$ cat config.mk
export PLATFORM = sky130hd
export DESIGN_NAME = cw_sys_top
export DESIGN_NICKNAME = d
export VERILOG_FILES = /design/src/cw_reg_pkg.sv /design/src/cw_route_pkg.sv /design/src/cw_reg_file.sv /design/src/cw_trigger_route.sv /design/src/cw_io_route.sv /design/src/cw_sys_top.sv
export SDC_FILE = /design/constraint.sdc
export NUM_CORES = 1
export LEC_CHECK = 0
export ABC_AREA = 1
export BUFFER_PORTS_ARGS = -buffer_cell sky130_fd_sc_hd__buf_2
export CORE_AREA = 2 2 99 72
export CTS_BUF_LIST = sky130_fd_sc_hd__clkbuf_4 sky130_fd_sc_hd__clkbuf_8 sky130_fd_sc_hd__clkbuf_16
export CTS_CLUSTER_DIAMETER = 80
export CTS_CLUSTER_SIZE = 10
export DETAILED_ROUTE_END_ITERATION = 16
export DIE_AREA = 0 0 101 74
export GPL_ROUTABILITY_DRIVEN = 0
export GPL_TIMING_DRIVEN = 0
export PLACE_DENSITY = 0.78
export SLEW_MARGIN = 25
export SYNTH_ARGS = -nofsm -noshare
export SYNTH_HDL_FRONTEND = slang
export SYNTH_SLANG_ARGS = --single-unit
$ cat constraint.sdc
create_clock -name clk -period 4.3 [get_ports clk]
set_input_delay 0.86 -clock clk [delete_from_list [all_inputs] [get_ports clk]]
set_output_delay 0.86 -clock clk [all_outputs]
set_load 0.005 [all_outputs]
$ cat src/cw_reg_pkg.sv
// register map of the capture board router
package cw_reg_pkg;

	// bus widths
	localparam int DATA_W    = 8;  // one register byte
	localparam int BYTECNT_W = 16; // byte counter of a multi-byte access

	// register addresses
	localparam int ADDR_TRIGSRC = 39; // trigger source mask and combine mode
	localparam int ADDR_TRIGMOD = 40; // trigger module select, front-panel drive
	localparam int ADDR_IOROUTE = 55; // target io routing, multi-byte

	// routing register layout
	// bytes 0..3 route the four target io pins
	// byte 4 was the glitch routing and reads as zero
	// byte 5 is the extra byte, bytes 6 and 7 are reserved
	localparam int GPIO_BYTES        = 4; // one byte per target io pin
	localparam int IOROUTE_EXTRA_IDX = 5; // bus byte index of the extra byte
	localparam int IOROUTE_BYTES     = 5; // bytes kept in storage
	localparam int IOROUTE_SPAN      = 8; // byte count must stay below this

	// reset values
	localparam logic [DATA_W-1:0] TRIGSRC_RST = 8'h01; // front panel A, OR combine
	localparam logic [DATA_W-1:0] TRIGMOD_RST = 8'h00; // edge trigger, no fp drive

	// storage order: gpio1..gpio4, then extra
	// gpio1 carries tx, gpio2 carries rx after reset
	localparam logic [IOROUTE_BYTES*DATA_W-1:0] IOROUTE_RST = 40'h00_0000_0201;

endpackage

$ cat src/cw_route_pkg.sv
// bit fields inside the trigger and io routing bytes
package cw_route_pkg;

	// trigger source byte
	// [ M M R4 R3 R2 R1 FB FA ]
	localparam int TRIG_LINES       = 6; // fpa, fpb, io1..io4
	localparam int TRIGSRC_FPA      = 0;
	localparam int TRIGSRC_FPB      = 1;
	localparam int TRIGSRC_IO_LSB   = 2; // io1 at bit 2 up to io4 at bit 5
	localparam int TRIGSRC_MODE_LSB = 6; // combine mode in bits 7:6
	localparam int COMB_W           = 2;

	// combine codes, the other two give no trigger
	localparam logic [COMB_W-1:0] COMB_OR  = 2'd0;
	localparam logic [COMB_W-1:0] COMB_AND = 2'd1;

	// trigger module byte
	// [ X X X FB FA M M M ]
	localparam int TRIGMOD_SEL_W = 3;
	localparam logic [TRIGMOD_SEL_W-1:0] TRIGMOD_EDGE  = 3'd0; // combined ext trigger
	localparam logic [TRIGMOD_SEL_W-1:0] TRIGMOD_ADVIO = 3'd1; // advanced io pattern
	localparam logic [TRIGMOD_SEL_W-1:0] TRIGMOD_ANA   = 3'd2; // analog pattern match
	localparam int TRIGMOD_FPA_OE = 3; // drive trigger out on front panel A
	localparam int TRIGMOD_FPB_OE = 4; // same for front panel B

	// gpio routing byte
	// [ LVLEN LVL TXOC USOC USII USIO RX TX ]
	localparam int R_TX    = 0; // drive uart tx
	localparam int R_RX    = 1; // pin feeds uart rx
	localparam int R_USIO  = 2; // drive usi out
	localparam int R_USII  = 3; // pin feeds usi in
	localparam int R_USOC  = 4; // usi out, open collector
	localparam int R_TXOC  = 5; // uart tx, open collector
	localparam int R_LVL   = 6; // level for plain drive
	localparam int R_LVLEN = 7; // enable plain drive

	// extra byte
	localparam int EXTRA_AVRPROG = 0; // avr programming enable

	// target io pins, zero based index below
	localparam int NUM_TIO        = 4;
	localparam int TIO_OC_PIN     = 2; // pin 3 has the open collector modes
	localparam int TIO_TXONLY_PIN = 3; // pin 4 has only tx and level drive

endpackage

$ cat src/cw_reg_file.sv
`timescale 1ns/1ps

module cw_reg_file #(
	parameter int ADDR_W = 6
) (
	input  logic                                              clk,
	input  logic                                              reset,
	input  logic [ADDR_W-1:0]                                 reg_addr_i,
	input  logic [cw_reg_pkg::BYTECNT_W-1:0]                  reg_bytecnt_i,
	input  logic [cw_reg_pkg::DATA_W-1:0]                     reg_wdata_i,
	input  logic                                              reg_write_i,
	input  logic                                              reg_read_i,
	output logic [cw_reg_pkg::DATA_W-1:0]                     reg_rdata_o,
	output logic                                              reg_rvalid_o,
	output logic [cw_reg_pkg::DATA_W-1:0]                     trigsrc_o,
	output logic [cw_reg_pkg::DATA_W-1:0]                     trigmod_o,
	output logic [cw_reg_pkg::GPIO_BYTES*cw_reg_pkg::DATA_W-1:0] gpio_route_o,
	output logic                                              avrprog_en_o
);

	localparam int SEL_W = $clog2(cw_reg_pkg::IOROUTE_BYTES); // storage slot index

	logic [cw_reg_pkg::DATA_W-1:0] trigsrc_q;
	logic [cw_reg_pkg::DATA_W-1:0] trigmod_q;
	logic [cw_reg_pkg::IOROUTE_BYTES-1:0][cw_reg_pkg::DATA_W-1:0] route_q; // gpio1..4, extra

	logic                          rd_known; // address decodes to a register
	logic [cw_reg_pkg::DATA_W-1:0] rd_data;  // byte picked for readback
	logic                          is_gpio;  // byte count hits a gpio byte
	logic                          is_extra; // byte count hits the extra byte

	assign is_gpio  = reg_bytecnt_i < cw_reg_pkg::GPIO_BYTES;
	assign is_extra = reg_bytecnt_i == cw_reg_pkg::IOROUTE_EXTRA_IDX;

	// write decode, unknown addresses and dropped bytes fall through
	always_ff @(posedge clk) begin
		if (reset) begin
			trigsrc_q <= cw_reg_pkg::TRIGSRC_RST;
			trigmod_q <= cw_reg_pkg::TRIGMOD_RST;
			route_q   <= cw_reg_pkg::IOROUTE_RST;
		end else if (reg_write_i) begin
			case (reg_addr_i)
				cw_reg_pkg::ADDR_TRIGSRC: trigsrc_q <= reg_wdata_i;
				cw_reg_pkg::ADDR_TRIGMOD: trigmod_q <= reg_wdata_i;
				cw_reg_pkg::ADDR_IOROUTE: begin
					if (is_gpio)
						route_q[reg_bytecnt_i[SEL_W-1:0]] <= reg_wdata_i;
					else if (is_extra)
						route_q[cw_reg_pkg::GPIO_BYTES] <= reg_wdata_i; // extra lives after gpio
				end
				default: ;
			endcase
		end
	end

	// readback mux
	always_comb begin
		rd_known = 1'b1;
		rd_data  = '0;
		case (reg_addr_i)
			cw_reg_pkg::ADDR_TRIGSRC: rd_data = trigsrc_q;
			cw_reg_pkg::ADDR_TRIGMOD: rd_data = trigmod_q;
			cw_reg_pkg::ADDR_IOROUTE: begin
				if (is_gpio)
					rd_data = route_q[reg_bytecnt_i[SEL_W-1:0]];
				else if (is_extra)
					rd_data = route_q[cw_reg_pkg::GPIO_BYTES];
				// glitch and reserved bytes stay zero
			end
			default: rd_known = 1'b0;
		endcase
	end

	// one valid cycle per read cycle, data forced to zero otherwise
	always_ff @(posedge clk) begin
		if (reset) begin
			reg_rvalid_o <= 1'b0;
			reg_rdata_o  <= '0;
		end else begin
			reg_rvalid_o <= reg_read_i && rd_known;
			reg_rdata_o  <= (reg_read_i && rd_known) ? rd_data : '0;
		end
	end

	assign trigsrc_o    = trigsrc_q;
	assign trigmod_o    = trigmod_q;
	assign gpio_route_o = route_q[cw_reg_pkg::GPIO_BYTES-1:0];
	assign avrprog_en_o = route_q[cw_reg_pkg::GPIO_BYTES][cw_route_pkg::EXTRA_AVRPROG];

	// host issues one strobe per cycle
	a_one_strobe: assert property (@(posedge clk) disable iff (reset)
		!(reg_read_i && reg_write_i));

	// routing accesses stay inside the eight byte window
	a_route_span: assert property (@(posedge clk) disable iff (reset)
		((reg_read_i || reg_write_i) && reg_addr_i == cw_reg_pkg::ADDR_IOROUTE)
		|-> (reg_bytecnt_i < cw_reg_pkg::IOROUTE_SPAN));

endmodule

$ cat src/cw_trigger_route.sv
`timescale 1ns/1ps

module cw_trigger_route (
	input  logic [cw_reg_pkg::DATA_W-1:0]    trigsrc_i,
	input  logic [cw_reg_pkg::DATA_W-1:0]    trigmod_i,
	input  logic                             trigger_fpa_i,
	input  logic                             trigger_fpb_i,
	input  logic [cw_route_pkg::NUM_TIO-1:0] trigger_io_i,
	input  logic                             trigger_advio_i,
	input  logic                             trigger_anapattern_i,
	output logic                             trigger_o,
	output logic                             trigger_ext_o,
	output logic                             trigger_fpa_oe_o,
	output logic                             trigger_fpb_oe_o
);

	logic [cw_route_pkg::TRIG_LINES-1:0]    lines;     // all external trigger inputs
	logic [cw_route_pkg::TRIG_LINES-1:0]    mask;      // per line enable
	logic [cw_route_pkg::COMB_W-1:0]        comb_mode;
	logic [cw_route_pkg::TRIGMOD_SEL_W-1:0] mod_sel;
	logic                                   trig_or;
	logic                                   trig_and;
	logic                                   trig_ext;
	logic                                   trig_sel;

	// gather lines in register bit order
	assign lines[cw_route_pkg::TRIGSRC_FPA] = trigger_fpa_i;
	assign lines[cw_route_pkg::TRIGSRC_FPB] = trigger_fpb_i;
	assign lines[cw_route_pkg::TRIGSRC_IO_LSB +: cw_route_pkg::NUM_TIO] = trigger_io_i;

	assign mask      = trigsrc_i[cw_route_pkg::TRIG_LINES-1:0];
	assign comb_mode = trigsrc_i[cw_route_pkg::TRIGSRC_MODE_LSB +: cw_route_pkg::COMB_W];
	assign mod_sel   = trigmod_i[cw_route_pkg::TRIGMOD_SEL_W-1:0];

	assign trig_or  = |(lines & mask);  // nothing enabled gives 0
	assign trig_and = &(lines | ~mask); // disabled lines count as 1

	always_comb begin
		case (comb_mode)
			cw_route_pkg::COMB_OR:  trig_ext = trig_or;
			cw_route_pkg::COMB_AND: trig_ext = trig_and;
			default:                trig_ext = 1'b0; // codes 2 and 3 never fire
		endcase
	end

	// trigger module select
	always_comb begin
		case (mod_sel)
			cw_route_pkg::TRIGMOD_EDGE:  trig_sel = trig_ext;
			cw_route_pkg::TRIGMOD_ADVIO: trig_sel = trigger_advio_i;
			cw_route_pkg::TRIGMOD_ANA:   trig_sel = trigger_anapattern_i;
			default:                     trig_sel = 1'b0;
		endcase
	end

	assign trigger_o     = trig_sel;
	assign trigger_ext_o = trig_ext; // combined lines, before module select

	// front panel pins carry trigger_o when their enable bit is set
	assign trigger_fpa_oe_o = trigmod_i[cw_route_pkg::TRIGMOD_FPA_OE];
	assign trigger_fpb_oe_o = trigmod_i[cw_route_pkg::TRIGMOD_FPB_OE];

endmodule

$ cat src/cw_io_route.sv
`timescale 1ns/1ps

module cw_io_route (
	input  logic [cw_reg_pkg::GPIO_BYTES*cw_reg_pkg::DATA_W-1:0] gpio_route_i,
	input  logic                                                 avrprog_en_i,
	input  logic                                                 uart_tx_i,
	input  logic                                                 usi_out_i,
	input  logic [cw_route_pkg::NUM_TIO-1:0]                     targetio_i,
	output logic [cw_route_pkg::NUM_TIO-1:0]                     targetio_o,
	output logic [cw_route_pkg::NUM_TIO-1:0]                     targetio_oe_o,
	output logic                                                 uart_rx_o,
	output logic                                                 usi_in_o,
	output logic                                                 avrprog_o
);

	// output drive, first match wins per pin
	always_comb begin : drive
		logic [cw_reg_pkg::DATA_W-1:0] cfg; // routing byte of the current pin
		for (int i = 0; i < cw_route_pkg::NUM_TIO; i++) begin
			cfg = gpio_route_i[i*cw_reg_pkg::DATA_W +: cw_reg_pkg::DATA_W];
			targetio_o[i]    = 1'b0;
			targetio_oe_o[i] = 1'b0; // high-z unless something claims the pin
			if (cfg[cw_route_pkg::R_TX]) begin
				targetio_oe_o[i] = 1'b1;
				targetio_o[i]    = uart_tx_i;
			end else if (cfg[cw_route_pkg::R_USIO] && i != cw_route_pkg::TIO_TXONLY_PIN) begin
				targetio_oe_o[i] = 1'b1;
				targetio_o[i]    = usi_out_i;
			end else if (cfg[cw_route_pkg::R_USOC] && i == cw_route_pkg::TIO_OC_PIN) begin
				targetio_oe_o[i] = ~usi_out_i; // pull low only, release on 1
			end else if (cfg[cw_route_pkg::R_TXOC] && i == cw_route_pkg::TIO_OC_PIN) begin
				targetio_oe_o[i] = ~uart_tx_i;
			end else if (cfg[cw_route_pkg::R_LVLEN]) begin
				targetio_oe_o[i] = 1'b1;
				targetio_o[i]    = cfg[cw_route_pkg::R_LVL]; // static level
			end
		end
	end

	// receive paths, lowest numbered pin wins
	// walk from the top so lower pins overwrite higher ones
	always_comb begin : receive
		uart_rx_o = 1'b1; // idle high when no pin is selected
		usi_in_o  = 1'b1;
		for (int i = cw_route_pkg::NUM_TIO - 1; i >= 0; i--) begin
			if (gpio_route_i[i*cw_reg_pkg::DATA_W + cw_route_pkg::R_RX])
				uart_rx_o = targetio_i[i];
			if (gpio_route_i[i*cw_reg_pkg::DATA_W + cw_route_pkg::R_USII] &&
			    i != cw_route_pkg::TIO_TXONLY_PIN)
				usi_in_o = targetio_i[i]; // pin 4 has no usi input
		end
	end

	assign avrprog_o = avrprog_en_i; // connects the programmer to the target

endmodule

$ cat src/cw_sys_top.sv
`timescale 1ns/1ps

module cw_sys_top #(
	parameter int ADDR_W = 6
) (
	input  logic                            clk,
	input  logic                            reset,
	input  logic [ADDR_W-1:0]               reg_addr_i,
	input  logic [cw_reg_pkg::BYTECNT_W-1:0] reg_bytecnt_i,
	input  logic [cw_reg_pkg::DATA_W-1:0]   reg_wdata_i,
	input  logic                            reg_write_i,
	input  logic                            reg_read_i,
	output logic [cw_reg_pkg::DATA_W-1:0]   reg_rdata_o,
	output logic                            reg_rvalid_o,
	input  logic                            trigger_fpa_i,
	input  logic                            trigger_fpb_i,
	input  logic [cw_reg_pkg::GPIO_BYTES-1:0] trigger_io_i,
	input  logic                            trigger_advio_i,
	input  logic                            trigger_anapattern_i,
	output logic                            trigger_o,
	output logic                            trigger_ext_o,
	output logic                            trigger_fpa_oe_o,
	output logic                            trigger_fpb_oe_o,
	input  logic                            uart_tx_i,
	input  logic                            usi_out_i,
	input  logic [cw_reg_pkg::GPIO_BYTES-1:0] targetio_i,
	output logic [cw_reg_pkg::GPIO_BYTES-1:0] targetio_o,
	output logic [cw_reg_pkg::GPIO_BYTES-1:0] targetio_oe_o,
	output logic                            uart_rx_o,
	output logic                            usi_in_o,
	output logic                            avrprog_o
);

	logic [cw_reg_pkg::DATA_W-1:0]                        trigsrc;
	logic [cw_reg_pkg::DATA_W-1:0]                        trigmod;
	logic [cw_reg_pkg::GPIO_BYTES*cw_reg_pkg::DATA_W-1:0] gpio_route; // one byte per pin
	logic                                                 avrprog_en;

	cw_reg_file #(.ADDR_W(ADDR_W)) u_reg_file (
		.clk(clk), .reset(reset),
		.reg_addr_i(reg_addr_i), .reg_bytecnt_i(reg_bytecnt_i), .reg_wdata_i(reg_wdata_i),
		.reg_write_i(reg_write_i), .reg_read_i(reg_read_i),
		.reg_rdata_o(reg_rdata_o), .reg_rvalid_o(reg_rvalid_o),
		.trigsrc_o(trigsrc), .trigmod_o(trigmod),
		.gpio_route_o(gpio_route), .avrprog_en_o(avrprog_en)
	);

	cw_trigger_route u_trigger_route (
		.trigsrc_i(trigsrc), .trigmod_i(trigmod),
		.trigger_fpa_i(trigger_fpa_i), .trigger_fpb_i(trigger_fpb_i),
		.trigger_io_i(trigger_io_i), .trigger_advio_i(trigger_advio_i),
		.trigger_anapattern_i(trigger_anapattern_i),
		.trigger_o(trigger_o), .trigger_ext_o(trigger_ext_o),
		.trigger_fpa_oe_o(trigger_fpa_oe_o), .trigger_fpb_oe_o(trigger_fpb_oe_o)
	);

	cw_io_route u_io_route (
		.gpio_route_i(gpio_route), .avrprog_en_i(avrprog_en),
		.uart_tx_i(uart_tx_i), .usi_out_i(usi_out_i),
		.targetio_i(targetio_i), .targetio_o(targetio_o), .targetio_oe_o(targetio_oe_o),
		.uart_rx_o(uart_rx_o), .usi_in_o(usi_in_o), .avrprog_o(avrprog_o)
	);

endmodule

==> results.py <==
metrics = {
    "status": {
        "status": "completed",
    },
    "floorplanning": {
        "rows": 25,
        "core_um2": 6570,
        "die_y_um": 74,
        "die_w_um": 101,
        "die_area_um2": 7470,
        "initial_core_util_pct": 52.9,
        "io_pins": 72,
    },
    "logic_synthesis": {
        "syn_area_um2": 3480,
        "synth-compound-area-share_pct": 15.0,
        "syn_nets": 588,
        "yosys.area.top_type_share_pct": 37.4,
        "syn_inst": 540,
        "ys_top_cells_by_area": "dfxtp_1, nor2_1, nand2_1",
        "synth.most_common_cell": "nor2_1",
        "synth-simple-area-share_pct": 38.3,
        "yosysWarnings": 0,
        "synth.avg_cell_area_um2": 6.44,
        "yosysSeqAreaShare_pct": 37.4,
        "synthArstFlopShare_pct": 0,
        "synth-seq-cells": 65,
        "yosysTopAreaCell": "dfxtp_1",
        "synth-edff-count": 0,
        "ys_types": 29,
        "synthTopCellsByCount": "nor2_1, nand2_1, o21ai_0",
        "synth_ff_type": "dfxtp_1",
        "synth-xor-area-share_pct": 0,
        "synthAdderAreaFrac_pct": 0,
        "synthMuxAreaShare_pct": 0,
        "synth_top_family_by_area": "simple AND/OR/NAND/NOR gates",
    },
    "sta": {
        "maxSlewViolCount": 0,
        "layout_min_cycle_time_ns": 2.45,
        "relSlewSlack_pct": 63.7,
        "clock_skew_ns": 0.00284,
        "hold_viol": 0,
        "finalCritPeriodShare_pct": 57.0,
        "rsz0062_at_grt": "no",
        "setup_tns_ns": 0,
        "fmax_mhz": 408,
        "worst_pin_slew_ns": 0.544,
        "setup_viol": 0,
    },
    "clocking": {
        "path_clk_slew_ns": 0.07,
        "cts_hold_buf": 0,
        "cts.sinks": 65,
        "cts_tree": "yes",
        "clock_latency_ns": 0.34,
        "cts_buffer_depth": 2,
        "cts_resized": 0,
        "cts_made_buffers": 9,
        "cts_htree_levels": 3,
        "cts_setup_buffers": 0,
        "clockRootBuffer": "clkbuf_8",
    },
    "grt": {
        "antenna_found_initial": 0,
        "grt_pass1_vias": 3287,
        "grt_pass1_wl_um": 16100,
        "grt_overflow_total": 0,
        "track_usage_pct": 28.3,
        "grt_max_degree": 11,
    },
    "setup_path": {
        "end_kind": "primary output",
        "worstPathMaxFanout": 2,
        "path_delay_family": "compound AO/OA/AOI/OAI gates",
        "crit_slowest_cell": "a21oi_1",
        "path_class": "input pin to primary output",
        "worst-path-buf-inv": 2,
        "startpoint_type": "input pin",
        "worstPathArrival_ns": 1.59,
        "cp.required_ns": 3.44,
        "cpMostUsedCell": "nand2_1",
        "crit_chain": "buf_2 -> o22ai_1 -> nor2_1 -> nand2_1 -> a21oi_1 -> nand2_1 -> nand2_1 -> buf_2",
        "max_stage_delay_ns": 0.19,
    },
    "routing": {
        "wire_per_inst_um": 14.4,
        "drt.antenna.violating_nets": 0,
        "vias": 3815,
        "routed_wl_um": 10200,
        "detail_route.vias_per_cell": 5.40,
        "drt_drc_violations_left": 0,
        "first_pass_iters": 5,
        "drtIter0Drc": 449,
    },
    "layout": {
        "nFillCells": 628,
        "multi_input_area_um2": 1850,
        "areaGrowthSynthToFinish_pct": 18.0,
        "final_nets": 670,
        "seqCellArea_um2": 1300,
        "layout-drive-gt1-share_pct": 18.8,
        "n_antenna_cell": 0,
    },
    "power_and_ir_drop": {
        "power.density_nw_per_um2": 288,
        "power_mw": 1.18,
        "seq_power_share_pct": 51.1,
        "leakagePower_nw": 1.92,
        "p_sw_share_pct": 25.9,
        "vdd.ir_drop.worst_mv": 0.223,
        "comb_power_share_pct": 9.9,
        "internal_power_mw": 0.875,
        "clkPwrFrac_pct": 39.0,
        "p_switching_mw": 0.305,
    },
    "placed_design": {
        "dp_hpwl_um": 7660,
        "placement.io_buffers": 71,
    },
    "min_path": {
        "hp-class": "register to register",
    },
    "run": {
        "max_cap_viol_count": 0,
    },
}
## cells in the final DEF, fill, tap and decap left out
cell type / instances
nor2_1: 123
nand2_1: 90
buf_2: 78
o21ai_0: 67
dfxtp_1: 65
inv_1: 55
nand3_1: 54
a21oi_1: 23
clkbuf_8: 10
nand4_1: 9
clkbuf_1: 7
nand2_4: 4
clkinv_4: 4
o21ai_1: 4
o22ai_1: 3
nor3_1: 3
inv_2: 3
a22oi_1: 2
nor2_4: 2
nand2_2: 2
nor3_4: 2
nor2_2: 2
nand3_2: 2
clkbuf_4: 2
clkinv_2: 2
a211oi_1: 1
a211o_1: 1
or2_2: 1
nand3_4: 1
nor2_8: 1
buf_4: 1
clkinv_1: 1
clkinvlp_4: 1
## worst paths after layout
check,startpoint,end,slack [ns],depth (start not counted)
setup / recovery,trigger_fpb_i,trigger_o,1.85,8
hold / removal,u_reg_file.gpio_route_o[13],u_reg_file.gpio_route_o[13],0.49,2
setup reg to reg,u_reg_file.gpio_route_o[0],u_reg_file.reg_rdata_o[0],3.17,6
hold reg to reg,u_reg_file.gpio_route_o[13],u_reg_file.gpio_route_o[13],0.49,2
## worst min-delay path: stages, from the launching register on
cell     delay (ns)
dfxtp_1        0.33
nor2_1         0.05
nor2_1         0.08
## layer usage
layer	global-route usage [%]	vias to the layer above	wire length, um
li1	-	1912	-
met1	42.3	1707	4730
met2	42.2	190	4270
met3	6.39	6	1120
met4	6.01	0	53
met5	0	-	0
## through the flow
stage / hold slack, ns / area (um2) / worst slack, ns / instances / util [%]
finish: 0.494 / 4100 / 1.85 / 707 / 62.5
global route: 0.510 / 4100 / 1.80 / 707 / 62.5
CTS: 0.491 / 4100 / 1.86 / 707 / 62.5
detailed placement: 0.475 / 3930 / 1.86 / 692 / 59.9
global placement: 0.466 / 3930 / 1.87 / 692 / 59.9
floorplan: 0.439 / 3480 / 2.07 / 540 / -
## sequential cells by signal, indices dropped and copies added, names as in the netlist
signal                   count
u_reg_file.route_q           7
u_reg_file.gpio_route_o     32
u_reg_file.trigsrc_o         8
u_reg_file.avrprog_en_o      1
u_reg_file.reg_rvalid_o      1
u_reg_file.trigmod_o         8
u_reg_file.reg_rdata_o       8
## final cells by class
cell class | instances | share of cell area, %
timing repair buffer | 71 | 8.66
inverter | 63 | 6.25
clock buffer | 12 | 3.72
tap | 81 | 2.47
clock inverter | 3 | 0.427
sequential | 65 | 31.7
buffer | 15 | 1.68
multi-input combinational | 397 | 45.1
## cell families (layout without fill, tap and decap cells)
logic type / after synthesis / count (layout)
simple gates: 296 / 296
compound gates: 101 / 101
buf+inv: 78 / 164
flops: 65 / 65
## power by group through the flow
stage          Clock [mW]  Sequential, mW  Combinational [mW]
2_1_floorplan           0           0.617              0.0589
3_3_place_gp            0           0.617               0.111
3_5_place_dp            0           0.618               0.114
4_1_cts             0.463           0.604               0.114
5_1_grt             0.491           0.603               0.130
6_report            0.460           0.604               0.117
Note: power is estimated with default switching activity, not from simulation.
